[src/verilog/exe_isa_pkg.sv]
// Execute cluster ISA: opcode encoding, issue targets, widths and sizing
`default_nettype none

package exe_isa_pkg;

  localparam int DATA_W     = 32;
  localparam int REG_ADDR_W = 4;
  localparam int NUM_REGS   = 1 << REG_ADDR_W;
  localparam int ROB_ID_W   = 7;
  localparam int RS_ENTRIES = 8;
  localparam int RS_IDX_W   = $clog2(RS_ENTRIES);
  localparam int MC_STAGES  = 3;

  // Register xN leaves reset holding N times this step
  localparam logic [DATA_W-1:0] REG_INIT_STEP = 32'h0101_0101;

  typedef logic [DATA_W-1:0]     data_t;
  typedef logic [REG_ADDR_W-1:0] reg_addr_t;
  typedef logic [ROB_ID_W-1:0]   rob_id_t;

  // Both top bits set marks a multi-cycle only opcode
  typedef enum logic [4:0] {
    ADD  = 5'h00,
    SUB  = 5'h01,
    AND  = 5'h02,
    OR   = 5'h03,
    XOR  = 5'h04,
    SLL  = 5'h05,
    SRL  = 5'h06,
    SLT  = 5'h07,
    MUL  = 5'h18,
    MULH = 5'h19
  } exe_op_e;

  typedef enum logic [1:0] {
    SC0,
    SC1,
    MC
  } exe_unit_e;

  function automatic logic is_mc_only(input exe_op_e op);
    return &op[4:3];
  endfunction

  // Simple ALU operations, shared by every unit
  function automatic data_t simple_result(input exe_op_e op, input data_t a, input data_t b);
    case (op)
      ADD:     return a + b;
      SUB:     return a - b;
      AND:     return a & b;
      OR:      return a | b;
      XOR:     return a ^ b;
      SLL:     return a << b[4:0];
      SRL:     return a >> b[4:0];
      SLT:     return data_t'($signed(a) < $signed(b));
      default: return '0;
    endcase
  endfunction

endpackage

`default_nettype wire

[src/verilog/exe_bus_pkg.sv]
// Execute cluster transport: dispatch entries, issue payloads and writeback broadcast
`default_nettype none

package exe_bus_pkg;

  // Operand value low bits hold the producer ROB id while not ready
  typedef struct packed {
    exe_isa_pkg::exe_op_e   op;
    exe_isa_pkg::rob_id_t   rob_id;
    exe_isa_pkg::reg_addr_t rd;
    logic                   src1_rdy;
    exe_isa_pkg::data_t     src1;
    logic                   src2_rdy;
    exe_isa_pkg::data_t     src2;
  } disp_entry_t;

  typedef struct packed {
    exe_isa_pkg::exe_op_e   op;
    exe_isa_pkg::rob_id_t   rob_id;
    exe_isa_pkg::reg_addr_t rd;
    exe_isa_pkg::data_t     src1;
    exe_isa_pkg::data_t     src2;
  } issue_t;

  typedef struct packed {
    logic                   valid;
    exe_isa_pkg::rob_id_t   rob_id;
    exe_isa_pkg::reg_addr_t rd;
    exe_isa_pkg::data_t     result;
  } wb_t;

endpackage

`default_nettype wire

[src/verilog/sc_alu.sv]
// Single-cycle ALU: result held in a register until granted onto writeback
`timescale 1ns/1ps
`default_nettype none

module sc_alu (
  input  logic                 clk,
  input  logic                 rst_n,
  input  logic                 start,
  input  exe_bus_pkg::issue_t  issue,
  input  logic                 grant,
  input  logic                 rob_flush,
  output logic                 busy,
  output exe_bus_pkg::wb_t     result
);

  exe_bus_pkg::wb_t res_q;
  logic             res_vld;
  logic             take;

  always_comb begin
    take         = start && !res_vld;
    busy         = res_vld;
    result       = res_q;
    result.valid = res_vld;
  end

  always_ff @(posedge clk or negedge rst_n) begin
    if (!rst_n)
      res_vld <= 1'b0;
    else if (rob_flush)
      res_vld <= 1'b0;
    else if (take)
      res_vld <= 1'b1;
    else if (grant)
      res_vld <= 1'b0;
  end

  always_ff @(posedge clk) begin
    if (take)
      res_q <= '{valid:  1'b1,
                 rob_id: issue.rob_id,
                 rd:     issue.rd,
                 result: exe_isa_pkg::simple_result(issue.op, issue.src1, issue.src2)};
  end

endmodule

`default_nettype wire

[config.mk]
export PLATFORM = sky130hd
export DESIGN_NAME = sc_alu
export DESIGN_NICKNAME = d
export VERILOG_FILES = /design/src/verilog/exe_isa_pkg.sv /design/src/verilog/exe_bus_pkg.sv /design/src/verilog/sc_alu.sv
export SDC_FILE = /design/constraint.sdc
export NUM_CORES = 1
export LEC_CHECK = 0
export ABC_AREA = 1
export ABC_CLOCK_PERIOD_IN_PS = 2800
export BUFFER_PORTS_ARGS = -buffer_cell sky130_fd_sc_hd__clkbuf_2
export CORE_ASPECT_RATIO = 0.8
export CORE_UTILIZATION = 38
export DETAILED_ROUTE_END_ITERATION = 8
export GPL_ROUTABILITY_DRIVEN = 1
export GPL_TIMING_DRIVEN = 0
export PLACE_DENSITY = 0.61
export SYNTH_ARGS = -nofsm -noshare
export SYNTH_HDL_FRONTEND = slang
export SYNTH_SLANG_ARGS = --single-unit
[constraint.sdc]
create_clock -name clk -period 2.8 [get_ports clk]
set_clock_uncertainty 0.15 [all_clocks]
set_input_delay 0.14 -clock clk [delete_from_list [all_inputs] [get_ports clk]]
set_output_delay 0.14 -clock clk [all_outputs]
set_load 0.03 [all_outputs]
# ---- Word-level counts from Yosys, hierarchy flattened
# Cells that the tools add are included.
dict set report totals {
  n_memories 0
  latchBits 0
  mem_bits_rw 0
  out_inout_bits 45
  ff_bits 44
  rom_bits 0
}
dict set report op_classes {
  n_addsub 2
  shifts 2
  div_mod_pow 0
  bitwise_logic 3
  reduce_logical 4
  eq_ne 7
  magnitude_cmp 1
  mux 4
  n_mul 0
}
# cell count
set op_table {}
lappend op_table {{$pmux 32 s8} 1}
lappend op_table {{$add 32x32->32} 1}
lappend op_table {{$and 32x32->32} 1}
lappend op_table {{$lt 32x32->1} 1}
lappend op_table {{$or 32x32->32} 1}
lappend op_table {{$shl 32x5->32} 1}
lappend op_table {{$shr 32x5->32} 1}
lappend op_table {{$sub 32x32->32} 1}
lappend op_table {{$xor 32x32->32} 1}
lappend op_table {{$eq 5x3->1 const B} 4}
lappend op_table {{$eq 5x2->1 const B} 2}
lappend op_table {{$eq 5x1->1 const B} 1}
lappend op_table {{$logic_not 5->1} 1}
lappend op_table {{$mux 1} 3}
lappend op_table {{$reduce_bool 3->1} 1}
lappend op_table {{$logic_and 1x1->1} 1}
lappend op_table {{$logic_not 1->1} 1}

# ---- Logic depth before layout (Yosys ltp)
# Gate-level depths: netlist of the first run.
dict set report depth {
  word_depth 4
  depth_mapped 18
  ltp_nobuf 15
}

# ---- Least setup slack after synthesis of the first run
# No wires, ideal clock.
dict set report synth_timing {
  path_kind {register to register}
  from {register res_vld (netlist: busy)}
  to {register res_q, in the netlist result[0] (enable)}
  required_time_ps 2204
  path_buffers 0
  slack_ps -196
  period_less_slack_ps 2996
  t_arrival_ps 2400
  stages_incl_launch_ff 2
  cell_sequence {dfrtp_1 nor2_1}
}
dict set report synth_via {
  elab_chain_cells 2
}
# element line_no
set synth_rtl {}
lappend synth_rtl {{from (decl)} sc_alu.sv:17} ;# logic res_vld;
lappend synth_rtl {{from (signal assigned)} sc_alu.sv:29} ;# res_vld <= 1'b0;
lappend synth_rtl {{from (signal assigned)} sc_alu.sv:31} ;# res_vld <= 1'b0;
lappend synth_rtl {{from (signal assigned)} sc_alu.sv:33} ;# res_vld <= 1'b1;
lappend synth_rtl {{$logic_not 1->1} sc_alu.sv:21} ;# take = start && !res_vld;
lappend synth_rtl {{$logic_and 1x1->1} sc_alu.sv:21}
lappend synth_rtl {{named net take} sc_alu.sv:18} ;# logic take;
lappend synth_rtl {{to (signal assigned)} sc_alu.sv:40} ;# res_q <= '{valid: 1'b1,
lappend synth_rtl {{to (decl)} sc_alu.sv:16} ;# exe_bus_pkg::wb_t res_q;
# The timed path passes the listed nets, and every way through them passes these cells.
# A chain may end at the register's enable or synchronous reset.

# ---- Worst setup path after layout of the first run
dict set report layout_timing {
  from {input issue[2] (netlist bit)}
  to {register res_q, in the netlist result[5], data pin}
}
dict set report layout_via {
  elab_chain_cells 2
}
# element line_no
set layout_rtl {}
lappend layout_rtl {{from (decl)} sc_alu.sv:9} ;# input exe_bus_pkg::issue_t issue,
lappend layout_rtl {{$sub 32x32->32 (tied with other cells)} exe_isa_pkg.sv:49} ;# SUB: return a - b;
lappend layout_rtl {{$pmux 32 s8 *} exe_isa_pkg.sv:47} ;# case (op)
# Every way passes the cells marked *; elsewhere a longest branch is shown, timed or not.

==> results.md, run 1 <==
- Height of the die: 155.4 um
- Share of the clock period used by the worst path after layout: 0.9793
- Xor and xnor area share after synthesis: 0
- Synth Flop Type: sky130_fd_sc_hd__edfxtp_1
- Post-synthesis sequential element count: 44
- Total iterations of the first detailed-routing run: 6
- Clock Pin Slew Worst Setup and Hold Paths: ~70 ps
- Maximum Capacitance Violations: 0
- PortBufs: about 130
- Layout cell share with drive strength beyond 1: 0.1097
- P&R area growth vs syn: 13.47%
- Floorplan core area: between 20000 and 30000 um^2
- Worst min-delay path category: in -> reg
- Detailed-route vias per instance: 5.860
- DRT iter0 DRCs: roughly 2300
- Avg Synthesized Cell Area: ~5.4 um^2
- Overall global routing resource usage: 0.4102
- Register share of total power: 0.214
- Post-synth cell types: 42
- Arrival time worst endpoint: 2630 ps
- Post-synth design cell area: around 11000 um^2
- Core Util, Final: 0.4432
- Buffer depth of the longest clock path: 2
- Row count: 55
- Critical Path Sink Type: flop
- Total leakage power: roughly 7.1 nW
- Main area contributors after synthesis: sky130_fd_sc_hd__nand2_1 22%, sky130_fd_sc_hd__nand3_1 19%, sky130_fd_sc_hd__edfxtp_1 12%, sky130_fd_sc_hd__ha_1 11%, sky130_fd_sc_hd__inv_1 10%
- Proportion of netlist area held by the largest area contributor: 0.2169
- Remaining routing DRC violations: 0
- Worst setup path end: result[5]
- Largest area contributor in the synthesized netlist: sky130_fd_sc_hd__nand2_1
- Final cell area excluding filler cells: around 13000 um^2
- Top fanout value on the critical path: 15
- Final critical delay including setup and external delays: between 2000 and 3000 ps
- Wire per inst: roughly 24 um
- Antenna Diode Count: 0
- CTS HTree Levels: 2
- Worst R2R End: busy
- Data required time of the worst path: 2680 ps
- Outcome: finished, final reports clean
- Worst supply voltage drop on vdd: around 0.00026 V
- Share of synthesized cell area in and, or, nand and nor gates: 0.5220
- GR Overflow Total: 0
- Setup total negative slack: 0 ps
- Detailed Place HPWL: ~53 mm
- Count of cells along the worst register-to-register path: 4
- Internal power: between 1.5 and 2 mW
- Clock power share: 0.184
- Final Slew Violations: 0
- Share of synthesized cell area in full adder, half adder and majority cells: 0.1166
- Number of warnings issued by yosys: 0
- Pwr/cell area: ~290 nW/um^2
- R2R setup slack: 890 ps
- Number of standard cells after synthesis: around 2100
- CTS tree: built
- Clock buffer count from CTS: 5
- Ys async rst share: 0.02273
- Number of antenna violations at the first check in global routing: 0
- Setup repair after global routing missed its margin: false
- Placed Area: 12320 um^2
- Sum of internal, switching and leakage power: roughly 3.7 mW
- # placed instances: roughly 2600
- Clk_lat worst skew: a little over 300 ps
- Critical path origin: issue[2]
- Start-to-end type of the worst setup path: in -> reg
- Actual slew at the worst max-slew pin: around 950 ps
- Width of the die: around 190 um
- Highest achievable clock rate: 364.7 MHz
- Global-route wire length before repair: a little under 90 mm
- Starting density of the core: 0.3906
- Cell Count, Final, Fillers Out: between 2000 and 3000
- Largest family of logic cells by synthesized area: simple AND/OR/NAND/NOR gates
- Most common cell after layout, fill and taps aside: sky130_fd_sc_hd__nand2_1
- Number of vias in the routed layout: 15254
- Portion of total power attributed to combinational logic: 0.602
- Highest-count cells in the layout ignoring fill and taps: 641 x sky130_fd_sc_hd__nand2_1, 422 x sky130_fd_sc_hd__nand3_1, 305 x sky130_fd_sc_hd__inv_1
- Portion of the post-synthesis area used by sequential elements: 0.1177
- RePlAce Congestion: 1.092
- Remaining antenna violation count after routing: 0
- P_sw: ~2 mW
- Origin of the critical flop-to-flop path: busy
- I/O Pins: 130
- Area of the die: approximately 30000 um^2
- Via count of the first global-routing pass: roughly 14000
- Fraction of the mapped netlist area in compound gates: 0.09479
- Launching element type of the critical path: input pin
- Root Buffer Master: sky130_fd_sc_hd__clkbuf_16
- Switching part of the total: 0.5339
- Largest net degree at the start of global routing: 29
- Number of endpoints with negative hold slack in the final report: 0
- Post-synth net total: 2271
- Clk sink count: between 40 and 50
- Slew headroom: 0.3684
- Number of setup violations in the final report: 0
- Final net count: between 2000 and 2500
- Mux contribution to synthesized area: 0
- Overall routed net length: 62.88 mm
- Number of synthesized flops with an enable pin: 43
## power groups by stage
| stage | registers (mW) | logic (mW) | clock network [mW] |
|---|---|---|---|
| after global routing | 0.800 | 2.40 | 0.715 |
| after floorplan | 0.906 | 1.23 | 0 |
| final | 0.796 | 2.24 | 0.687 |
| after global placement | 0.811 | 2.09 | 0 |
| after CTS | 0.796 | 2.13 | 0.701 |
| after detailed placement | 0.810 | 2.10 | 0 |
## registers in the layout, summed over array words and instances (netlist names)
register / flops
result: 43
busy: 1
## synth_stat cells, types with 7 or more instances
library cell                 n
sky130_fd_sc_hd__a21oi_1    67
sky130_fd_sc_hd__and2_1     15
sky130_fd_sc_hd__buf_1      10
sky130_fd_sc_hd__buf_2      48
sky130_fd_sc_hd__buf_4      12
sky130_fd_sc_hd__clkbuf_1   18
sky130_fd_sc_hd__edfxtp_1   43
sky130_fd_sc_hd__ha_1      101
sky130_fd_sc_hd__inv_1     305
sky130_fd_sc_hd__inv_2      12
sky130_fd_sc_hd__nand2_1   646
sky130_fd_sc_hd__nand3_1   427
sky130_fd_sc_hd__nand4_1    29
sky130_fd_sc_hd__nor2_1    178
sky130_fd_sc_hd__nor3_1     15
sky130_fd_sc_hd__o211ai_1   17
sky130_fd_sc_hd__o21ai_0    49
sky130_fd_sc_hd__o21bai_1    7
sky130_fd_sc_hd__o22ai_1    24
## what timing repair did
item | 4_1_cts | 5_1_grt
resized for setup | 7 | 17
setup buffers | 0 | 0
hold buffers | 15 | 0
endpoints found under the hold margin | 13 | 0
gates cloned | 0 | 0
setup endpoints to repair | 29 | 21
## how the worst min path moves through the flow
stage	cells after the start	to	slack, ps	startpoint
5_1_grt	3	result[35]	170	start
6_report	3	result[38]	150	start
4_1_cts	3	result[38]	150	start
2_1_floorplan	0	busy	-310	rst_n
3_3_place_gp	1	busy	-230	rst_n
3_5_place_dp	1	busy	-230	rst_n
## kinds of logic after synthesis
logic type | Yosys count
adders and majority gates | 103
buffers and inverters | 409
AOI/OAI and AO/OA | 185
DFF | 44
and+or+nand+nor | 1342
## per-stage QoR
stage / worst slack, ps / hold WS, ps
floorplan: 246.6 / -305.6
global placement: -1111 / -234.2
detailed placement: -1104 / -234.6
CTS: 8.206 / 145.9
global route: 9.608 / 169.6
finish: 58.01 / 155.0
## per-layer routing
metal,global-route usage,part of all wire
met1,0.5908,0.44
met2,0.5733,0.38
met3,0.1270,0.15
met4,0.1227,0.031
met5,0,0
## final cells by class
cell class	instances	area, um^2
buffer	89	493.0
clock buffer	6	138.9
clock inverter	2	15.01
fill	3243	15940
inverter	317	1195
multi-input combinational	1630	8250
sequential	44	1316
tap	370	462.9
timing repair buffer	145	815.8
## critical path, cell delays in order
cell and delay (ps):
sky130_fd_sc_hd__clkbuf_2 100, sky130_fd_sc_hd__buf_6 190, sky130_fd_sc_hd__inv_6 110, sky130_fd_sc_hd__buf_6 180, sky130_fd_sc_hd__ha_1 280, sky130_fd_sc_hd__buf_4 180, sky130_fd_sc_hd__inv_1 120, sky130_fd_sc_hd__nand2_1 70
sky130_fd_sc_hd__nand2_1 50, sky130_fd_sc_hd__nand2_1 50, sky130_fd_sc_hd__nand3_1 170, sky130_fd_sc_hd__o21ai_0 260, sky130_fd_sc_hd__a21oi_1 60, sky130_fd_sc_hd__nor3_1 460, sky130_fd_sc_hd__nand3_1 170
Note: power is estimated with default switching activity, not from simulation.
==> run 2: changes to the inputs <==
--- a/config.mk
+++ b/config.mk
@@ -9,6 +9,7 @@
 export ABC_CLOCK_PERIOD_IN_PS = 2800
 export BUFFER_PORTS_ARGS = -buffer_cell sky130_fd_sc_hd__clkbuf_2
 export CORE_ASPECT_RATIO = 0.8
+export CORE_MARGIN = 3
 export CORE_UTILIZATION = 38
 export DETAILED_ROUTE_END_ITERATION = 8
 export GPL_ROUTABILITY_DRIVEN = 1
==> run 2 against run 1 <==
First-iteration DRC count decreased by 6.1%; clock-buffer cell count unchanged; critical path type unchanged; wire length increased by 0.37%; via count decreased by 0.32%; clock power decreased by 2%; largest power group unchanged; worst hold slack got worse by 8.0 ps; largest cell class unchanged.
==> results.md, run 2 (same netlist as run 1, synthesis figures left out) <==
- Antenna Diode Count: 0 (unchanged)
- Cell Count, Final, Fillers Out: 2603 (unchanged)
- Critical Path Sink Type: flop
- Highest cell delay on the worst timing path: 310 ps (-150 ps)
- Maximum Capacitance Violations: 0 (unchanged)
- DRT iter0 DRCs: 2188 (-6.1%)
- Via count of the first global-routing pass: 13398 (-1.5%)
- Height of the die: 159.4 um (+2.6%)
- P&R area growth vs syn: 13.46% (about the same)
- Number of endpoints with negative hold slack in the final report: 0 (unchanged)
- Remaining routing DRC violations: 0 (unchanged)
- Outcome: finished, final reports clean
- Highest-count cells in the layout ignoring fill and taps: 640 x sky130_fd_sc_hd__nand2_1, 422 x sky130_fd_sc_hd__nand3_1, 305 x sky130_fd_sc_hd__inv_1
- Pwr/cell area: 291.9 nW/um^2 (-0.56%)
- Largest register FFs: 43 (unchanged)
- Filler Cells Inserted: 3289 (+1.4%)
- Arrival time worst endpoint: 2610 ps (-20 ps)
- GR Overflow Total: 0 (unchanged)
- R2R setup slack: 930 ps (+40 ps)
- Area used by multi-input combinational logic: 8254 um^2 (about the same)
- Start-to-end type of the worst setup path: in -> reg
- Width of the die: 197.8 um (+2.1%)
- Final cell area excluding filler cells: 12690 um^2 (about the same)
- CTS HTree Levels: 2 (unchanged)
- Remaining antenna violation count after routing: 0 (unchanged)
- Overall routed net length: 63.11 mm (+0.37%)
- Worst min-delay path category: in -> reg
- Overall global routing resource usage: 0.3857 (-0.02454)
- Final Slew Violations: 0 (unchanged)
- Launching element type of the critical path: input pin
- Wire per inst: 24.24 um (+0.37%)
- Number of setup violations in the final report: 0 (unchanged)
- Slew headroom: 0.3730 (+0.004567)
- Total leakage power: 7.049 nW (about the same)
- Total iterations of the first detailed-routing run: 7 (+1)
- Floorplan core area: 28630 um^2 (unchanged)
- Share of the clock period used by the worst path after layout: 0.9880 (+0.008733)
- Detailed-route vias per instance: 5.841 (-0.32%)
- # placed instances: 2583 (unchanged)
- Final net count: 2420 (unchanged)
- PortBufs: 129 (unchanged)
- Global-route wire length before repair: 89.30 mm (-0.17%)
- Most common cell after layout, fill and taps aside: sky130_fd_sc_hd__nand2_1
- Critical path's most frequent cell: sky130_fd_sc_hd__nand2_1
- Layout cell share with drive strength beyond 1: 0.1102 (+0.0004478)
- Clock buffer count from CTS: 5 (unchanged)
- Minimum setup slack after placement: -1108 ps (-4.030 ps)
- Setup total negative slack: 0 ps (unchanged)
- Number of antenna violations at the first check in global routing: 1 (+1)
- Clock Pin Slew Worst Setup and Hold Paths: 60 ps (about the same)
- Largest net degree at the start of global routing: 29 (unchanged)
- RePlAce Congestion: 1.107 (+1.4%)
- Root Buffer Master: sky130_fd_sc_hd__clkbuf_16
- Highest achievable clock rate: 361.5 MHz (-0.88%)
- Detailed Place HPWL: 52.83 mm (+0.33%)
- Placed Area: 12320 um^2 (unchanged)
- Min setup slack post-route: 33.56 ps (-24.45 ps)
- Min Hold Slack: 147.0 ps (-7.991 ps)
- Area of the die: 31530 um^2 (+4.7%)
- Buffer depth of the longest clock path: 2 (unchanged)
- I/O Pins: 130 (unchanged)
- Number of vias in the routed layout: 15205 (-0.32%)
- Row count: 55 (unchanged)
- Data required time of the worst path: 2640 ps (-40 ps)
- Final critical delay including setup and external delays: 2766 ps (+24.45 ps)
- Cell type of the slowest stage on the worst timing path: sky130_fd_sc_hd__nand3b_1
- Clk sink count: 44 (unchanged)
- Starting density of the core: 0.3906 (unchanged)
- CTS tree: built
- Actual slew at the worst max-slew pin: 940.5 ps (-6.850 ps)
- Clk_lat worst skew: 310 ps (about the same)
- Post-CTS setup repair buffer count: 0 (unchanged)
- Sequential cell area: 1316 um^2 (unchanged)
- Top fanout value on the critical path: 20 (+5)
- Worst supply voltage drop on vdd: 0.0002183 V (-16%)
- Crit-path cells: clkbuf_2 > buf_4 > inv_2 > buf_8 > ha_1 > clkbuf_4 > nand2_1 > nand2_1 > nand2_1 > nand3b_1 > or2_2 > nand3_1 > nand2_2 > nand3b_1
==> run 2: power breakdown <==
part	total [mW]	switching [mW]	internal [mW]
registers	0.795	0.0135	0.782
logic	2.24	1.64	0.597
clock network	0.673	0.316	0.357
total	3.70	1.97	1.74
==> run 2: cell type report <==
| type | count | share of cell area |
|---|---|---|
| plain buffers | 89 | 0.03847 |
| clock buffers | 6 | 0.01095 |
| clock inverters | 2 | 0.001184 |
| inverters | 317 | 0.09419 |
| multi-input cells | 1630 | 0.6507 |
| flip-flops and latches | 44 | 0.1038 |
| well taps | 370 | 0.03649 |
| repair buffers | 145 | 0.06431 |
==> run 2: stage by stage <==
step | util | power (mW)
3_5_place_dp | 0.4302 | 2.909
3_3_place_gp | 0.4294 | 2.905
6_report | 0.4431 | 3.704
2_1_floorplan | - | 2.140
4_1_cts | 0.4412 | 3.610
5_1_grt | 0.4431 | 3.908
==> run 2: final timing paths <==
kind,from,to,cells after the start
max,issue[3],result[6],14
min,start,result[42],3
max reg2reg,busy,busy,4
min reg2reg,busy,result[42],1
max in group asynchronous,rst_n,busy,3
min in group asynchronous,rst_n,busy,3
==> run 2: critical path, delay by kind of cell <==
family | cells | cell delay [ps]
and+or+nand+nor | 8 | 1320
buffers and inverters | 5 | 820
adders and majority gates | 1 | 300
==> run 2: per-layer routing <==
layer,up-vias,track usage,share of wire,wire length [um]
met5,-,0,0.00017,11
met4,2,0.07814,0.022,1418
met3,90,0.1242,0.15,9433
met2,1058,0.5362,0.39,24650
met1,7011,0.5765,0.44,27590
li1,7044,-,-,-
==> run 2: what timing repair did <==
item | 4_1_cts | 5_1_grt
endpoints found under the hold margin | 13 | 0
hold buffers | 15 | 0
setup endpoints to repair | 29 | 19
resized for setup | 8 | 16
==> run 3: changes to the inputs <==
--- a/config.mk
+++ b/config.mk
@@ -7,14 +7,15 @@
 export LEC_CHECK = 0
 export ABC_AREA = 1
 export ABC_CLOCK_PERIOD_IN_PS = 2800
-export BUFFER_PORTS_ARGS = -buffer_cell sky130_fd_sc_hd__clkbuf_2
 export CORE_ASPECT_RATIO = 0.8
 export CORE_MARGIN = 3
 export CORE_UTILIZATION = 38
 export DETAILED_ROUTE_END_ITERATION = 8
+export DONT_BUFFER_PORTS = 1
 export GPL_ROUTABILITY_DRIVEN = 1
 export GPL_TIMING_DRIVEN = 0
-export PLACE_DENSITY = 0.61
+export PLACE_DENSITY = 0.57
+export SLEW_MARGIN = 20
 export SYNTH_ARGS = -nofsm -noshare
 export SYNTH_HDL_FRONTEND = slang
 export SYNTH_SLANG_ARGS = --single-unit
==> run 3 against run 2 <==
Die area unchanged; clock power down 3.1%; combinational power down 12%; maximum frequency up 1.4%; worst hold slack worse by 65 ps; via count down 3.9%; wire length down 0.95%; setup slack better by 39 ps.
==> results.md, run 3 (same netlist as run 1, synthesis figures left out) <==
- Outcome: finished, final reports clean
- Worst supply voltage drop on vdd: 0.0002129 V (-2.5%)
- Total leakage power: 6.489 nW (-7.9%)
- PortBufs: 0 (-100%)
- Clk sink count: 44 (unchanged)
- Root Buffer Master: sky130_fd_sc_hd__clkbuf_16
- Pwr/cell area: 292.4 nW/um^2 (+0.16%)
- Wire per inst: 25.27 um (+4.2%)
- Filler Cells Inserted: 3296 (+0.21%)
- Largest register FFs: 43 (unchanged)
- Number of antenna violations at the first check in global routing: 0 (-1)
- Layout cell share with drive strength beyond 1: 0.05133 (-0.05883)
- DRT iter0 DRCs: 2228 (+1.8%)
- Height of the die: 159.4 um (unchanged)
- Actual slew at the worst max-slew pin: 875.2 ps (-65.38 ps)
- Final Slew Violations: 0 (unchanged)
- Placed Area: 11670 um^2 (-5.2%)
- Min Hold Slack: 82.46 ps (-64.52 ps)
- Final net count: 2291 (-5.3%)
- RePlAce Congestion: 1.074 (-3.0%)
- Post-CTS setup repair buffer count: 0 (unchanged)
- Global-route wire length before repair: 87.53 mm (-2.0%)
- Antenna Diode Count: 0 (unchanged)
- Buffer depth of the longest clock path: 2 (unchanged)
- Setup total negative slack: 0 ps (unchanged)
- Setup repair after global routing missed its margin: false
- Via count of the first global-routing pass: 12974 (-3.2%)
- Clock buffer count from CTS: 5 (unchanged)
- Starting density of the core: 0.3906 (unchanged)
- Final cell area excluding filler cells: 12000 um^2 (-5.4%)
- Overall global routing resource usage: 0.3803 (-0.005363)
- Detailed-route vias per instance: 5.905 (+1.1%)
- Number of setup violations in the final report: 0 (unchanged)
- Launching element type of the critical path: input pin
- Highest achievable clock rate: 366.7 MHz (+1.4%)
- Top fanout value on the critical path: 20 (unchanged)
- Total iterations of the first detailed-routing run: 7 (unchanged)
- R2R setup slack: 680 ps (-250 ps)
- Slew headroom: 0.4166 (+0.04359)
- Clock Pin Slew Worst Setup and Hold Paths: 60 ps (about the same)
- Highest-count cells in the layout ignoring fill and taps: 643 x sky130_fd_sc_hd__nand2_1, 426 x sky130_fd_sc_hd__nand3_1, 305 x sky130_fd_sc_hd__inv_1
- Detailed Place HPWL: 52.81 mm (about the same)
- Clk_lat worst skew: 300 ps (about the same)
- Core Util, Final: 0.4191 (-0.02408)
- Final critical delay including setup and external delays: 2727 ps (-39.44 ps)
- Floorplan core area: 28630 um^2 (unchanged)
- Width of the die: 197.8 um (unchanged)
- Arrival time worst endpoint: 2500 ps (-110 ps)
- Sum of internal, switching and leakage power: 3.508 mW (-5.3%)
- Number of endpoints with negative hold slack in the final report: 0 (unchanged)
- Start-to-end type of the worst setup path: in -> reg
- CTS tree: built
- Area of the die: 31530 um^2 (unchanged)
- P&R area growth vs syn: 7.296%
- Remaining antenna violation count after routing: 0 (unchanged)
- Most common cell after layout, fill and taps aside: sky130_fd_sc_hd__nand2_1
- Share of the clock period used by the worst path after layout: 0.9739 (-0.01409)
- Worst min-delay path category: in -> reg
- Largest net degree at the start of global routing: 25 (-14%)
- GR Overflow Total: 0 (unchanged)
- Row count: 55 (unchanged)
- Critical Path Sink Type: flop
- Overall routed net length: 62.51 mm (-0.95%)
- Data required time of the worst path: 2570 ps (-70 ps)
- Maximum Capacitance Violations: 0 (unchanged)
- Number of vias in the routed layout: 14609 (-3.9%)
- CTS HTree Levels: 2 (unchanged)
- Remaining routing DRC violations: 0 (unchanged)
- I/O Pins: 130 (unchanged)
==> run 3: changes by cell type in the layout (fill, tap and decap cells not counted), sizes merged <==
| cell | delta |
|---|---|
| clkbuf | -129 |
==> run 3: worst paths after layout <==
kind / endpoint / startpoint / cells past startpoint
min in group asynchronous: busy / rst_n / 2
max reg2reg: busy / busy / 4
max: result[6] / issue[3] / 13
min: result[6] / start / 2
min reg2reg: result[6] / busy / 1
max in group asynchronous: busy / rst_n / 2
==> run 3: final cells by class <==
cell class / count / area [um^2] / area share
clock buffer: 6 / 138.9 / 0.01158
tap: 370 / 462.9 / 0.03859
timing repair buffer: 16 / 170.2 / 0.01418
inverter: 317 / 1195 / 0.09960
multi-input combinational: 1630 / 8220 / 0.6852
sequential: 44 / 1316 / 0.1097
clock inverter: 2 / 15.01 / 0.001252
buffer: 89 / 478.0 / 0.03984
==> run 3: critical path, cell delays in order <==
cell	delay, ps
sky130_fd_sc_hd__clkbuf_4	190
sky130_fd_sc_hd__inv_2	140
sky130_fd_sc_hd__buf_6	230
sky130_fd_sc_hd__ha_1	260
sky130_fd_sc_hd__buf_2	180
sky130_fd_sc_hd__nand2_1	110
sky130_fd_sc_hd__nand2_1	60
sky130_fd_sc_hd__nand2_1	80
sky130_fd_sc_hd__nand3b_1	150
sky130_fd_sc_hd__or2_2	310
sky130_fd_sc_hd__nand3_1	80
sky130_fd_sc_hd__nand2_1	120
sky130_fd_sc_hd__nand3b_1	430
==> run 3: report_power, final <==
group | switching [mW] | internal (mW) | leakage [nW]
Combinational | 1.43 | 0.525 | 5.98
Sequential | 0.110 | 0.787 | 0.438
Clock | 0.296 | 0.356 | 0.0691
==> run 3: timing repair <==
| action | 4_1_cts | 5_1_grt |
|---|---|---|
| endpoints found under the hold margin | 13 | 0 |
| hold buffers | 15 | 0 |
| setup endpoints to repair | 27 | 12 |
| resized for setup | 4 | 8 |
==> run 3: layer usage <==
metal | routed length, um | vias to the layer above | global-route usage | share of wire
met3 | 9254 | 91 | 0.1244 | 0.15
met4 | 1380 | 0 | 0.07846 | 0.022
met2 | 24520 | 1020 | 0.5324 | 0.39
met1 | 27350 | 6723 | 0.5632 | 0.44
li1 | - | 6775 | - | -
met5 | 0 | - | 0 | 0
==> run 3: metrics by stage <==
step	setup slack [ps]	cells
floorplan	246.6	2083
global placement	-859.4	2453
detailed placement	-810.4	2454
CTS	55.47	2474
global route	14.86	2474
finish	73.00	2474
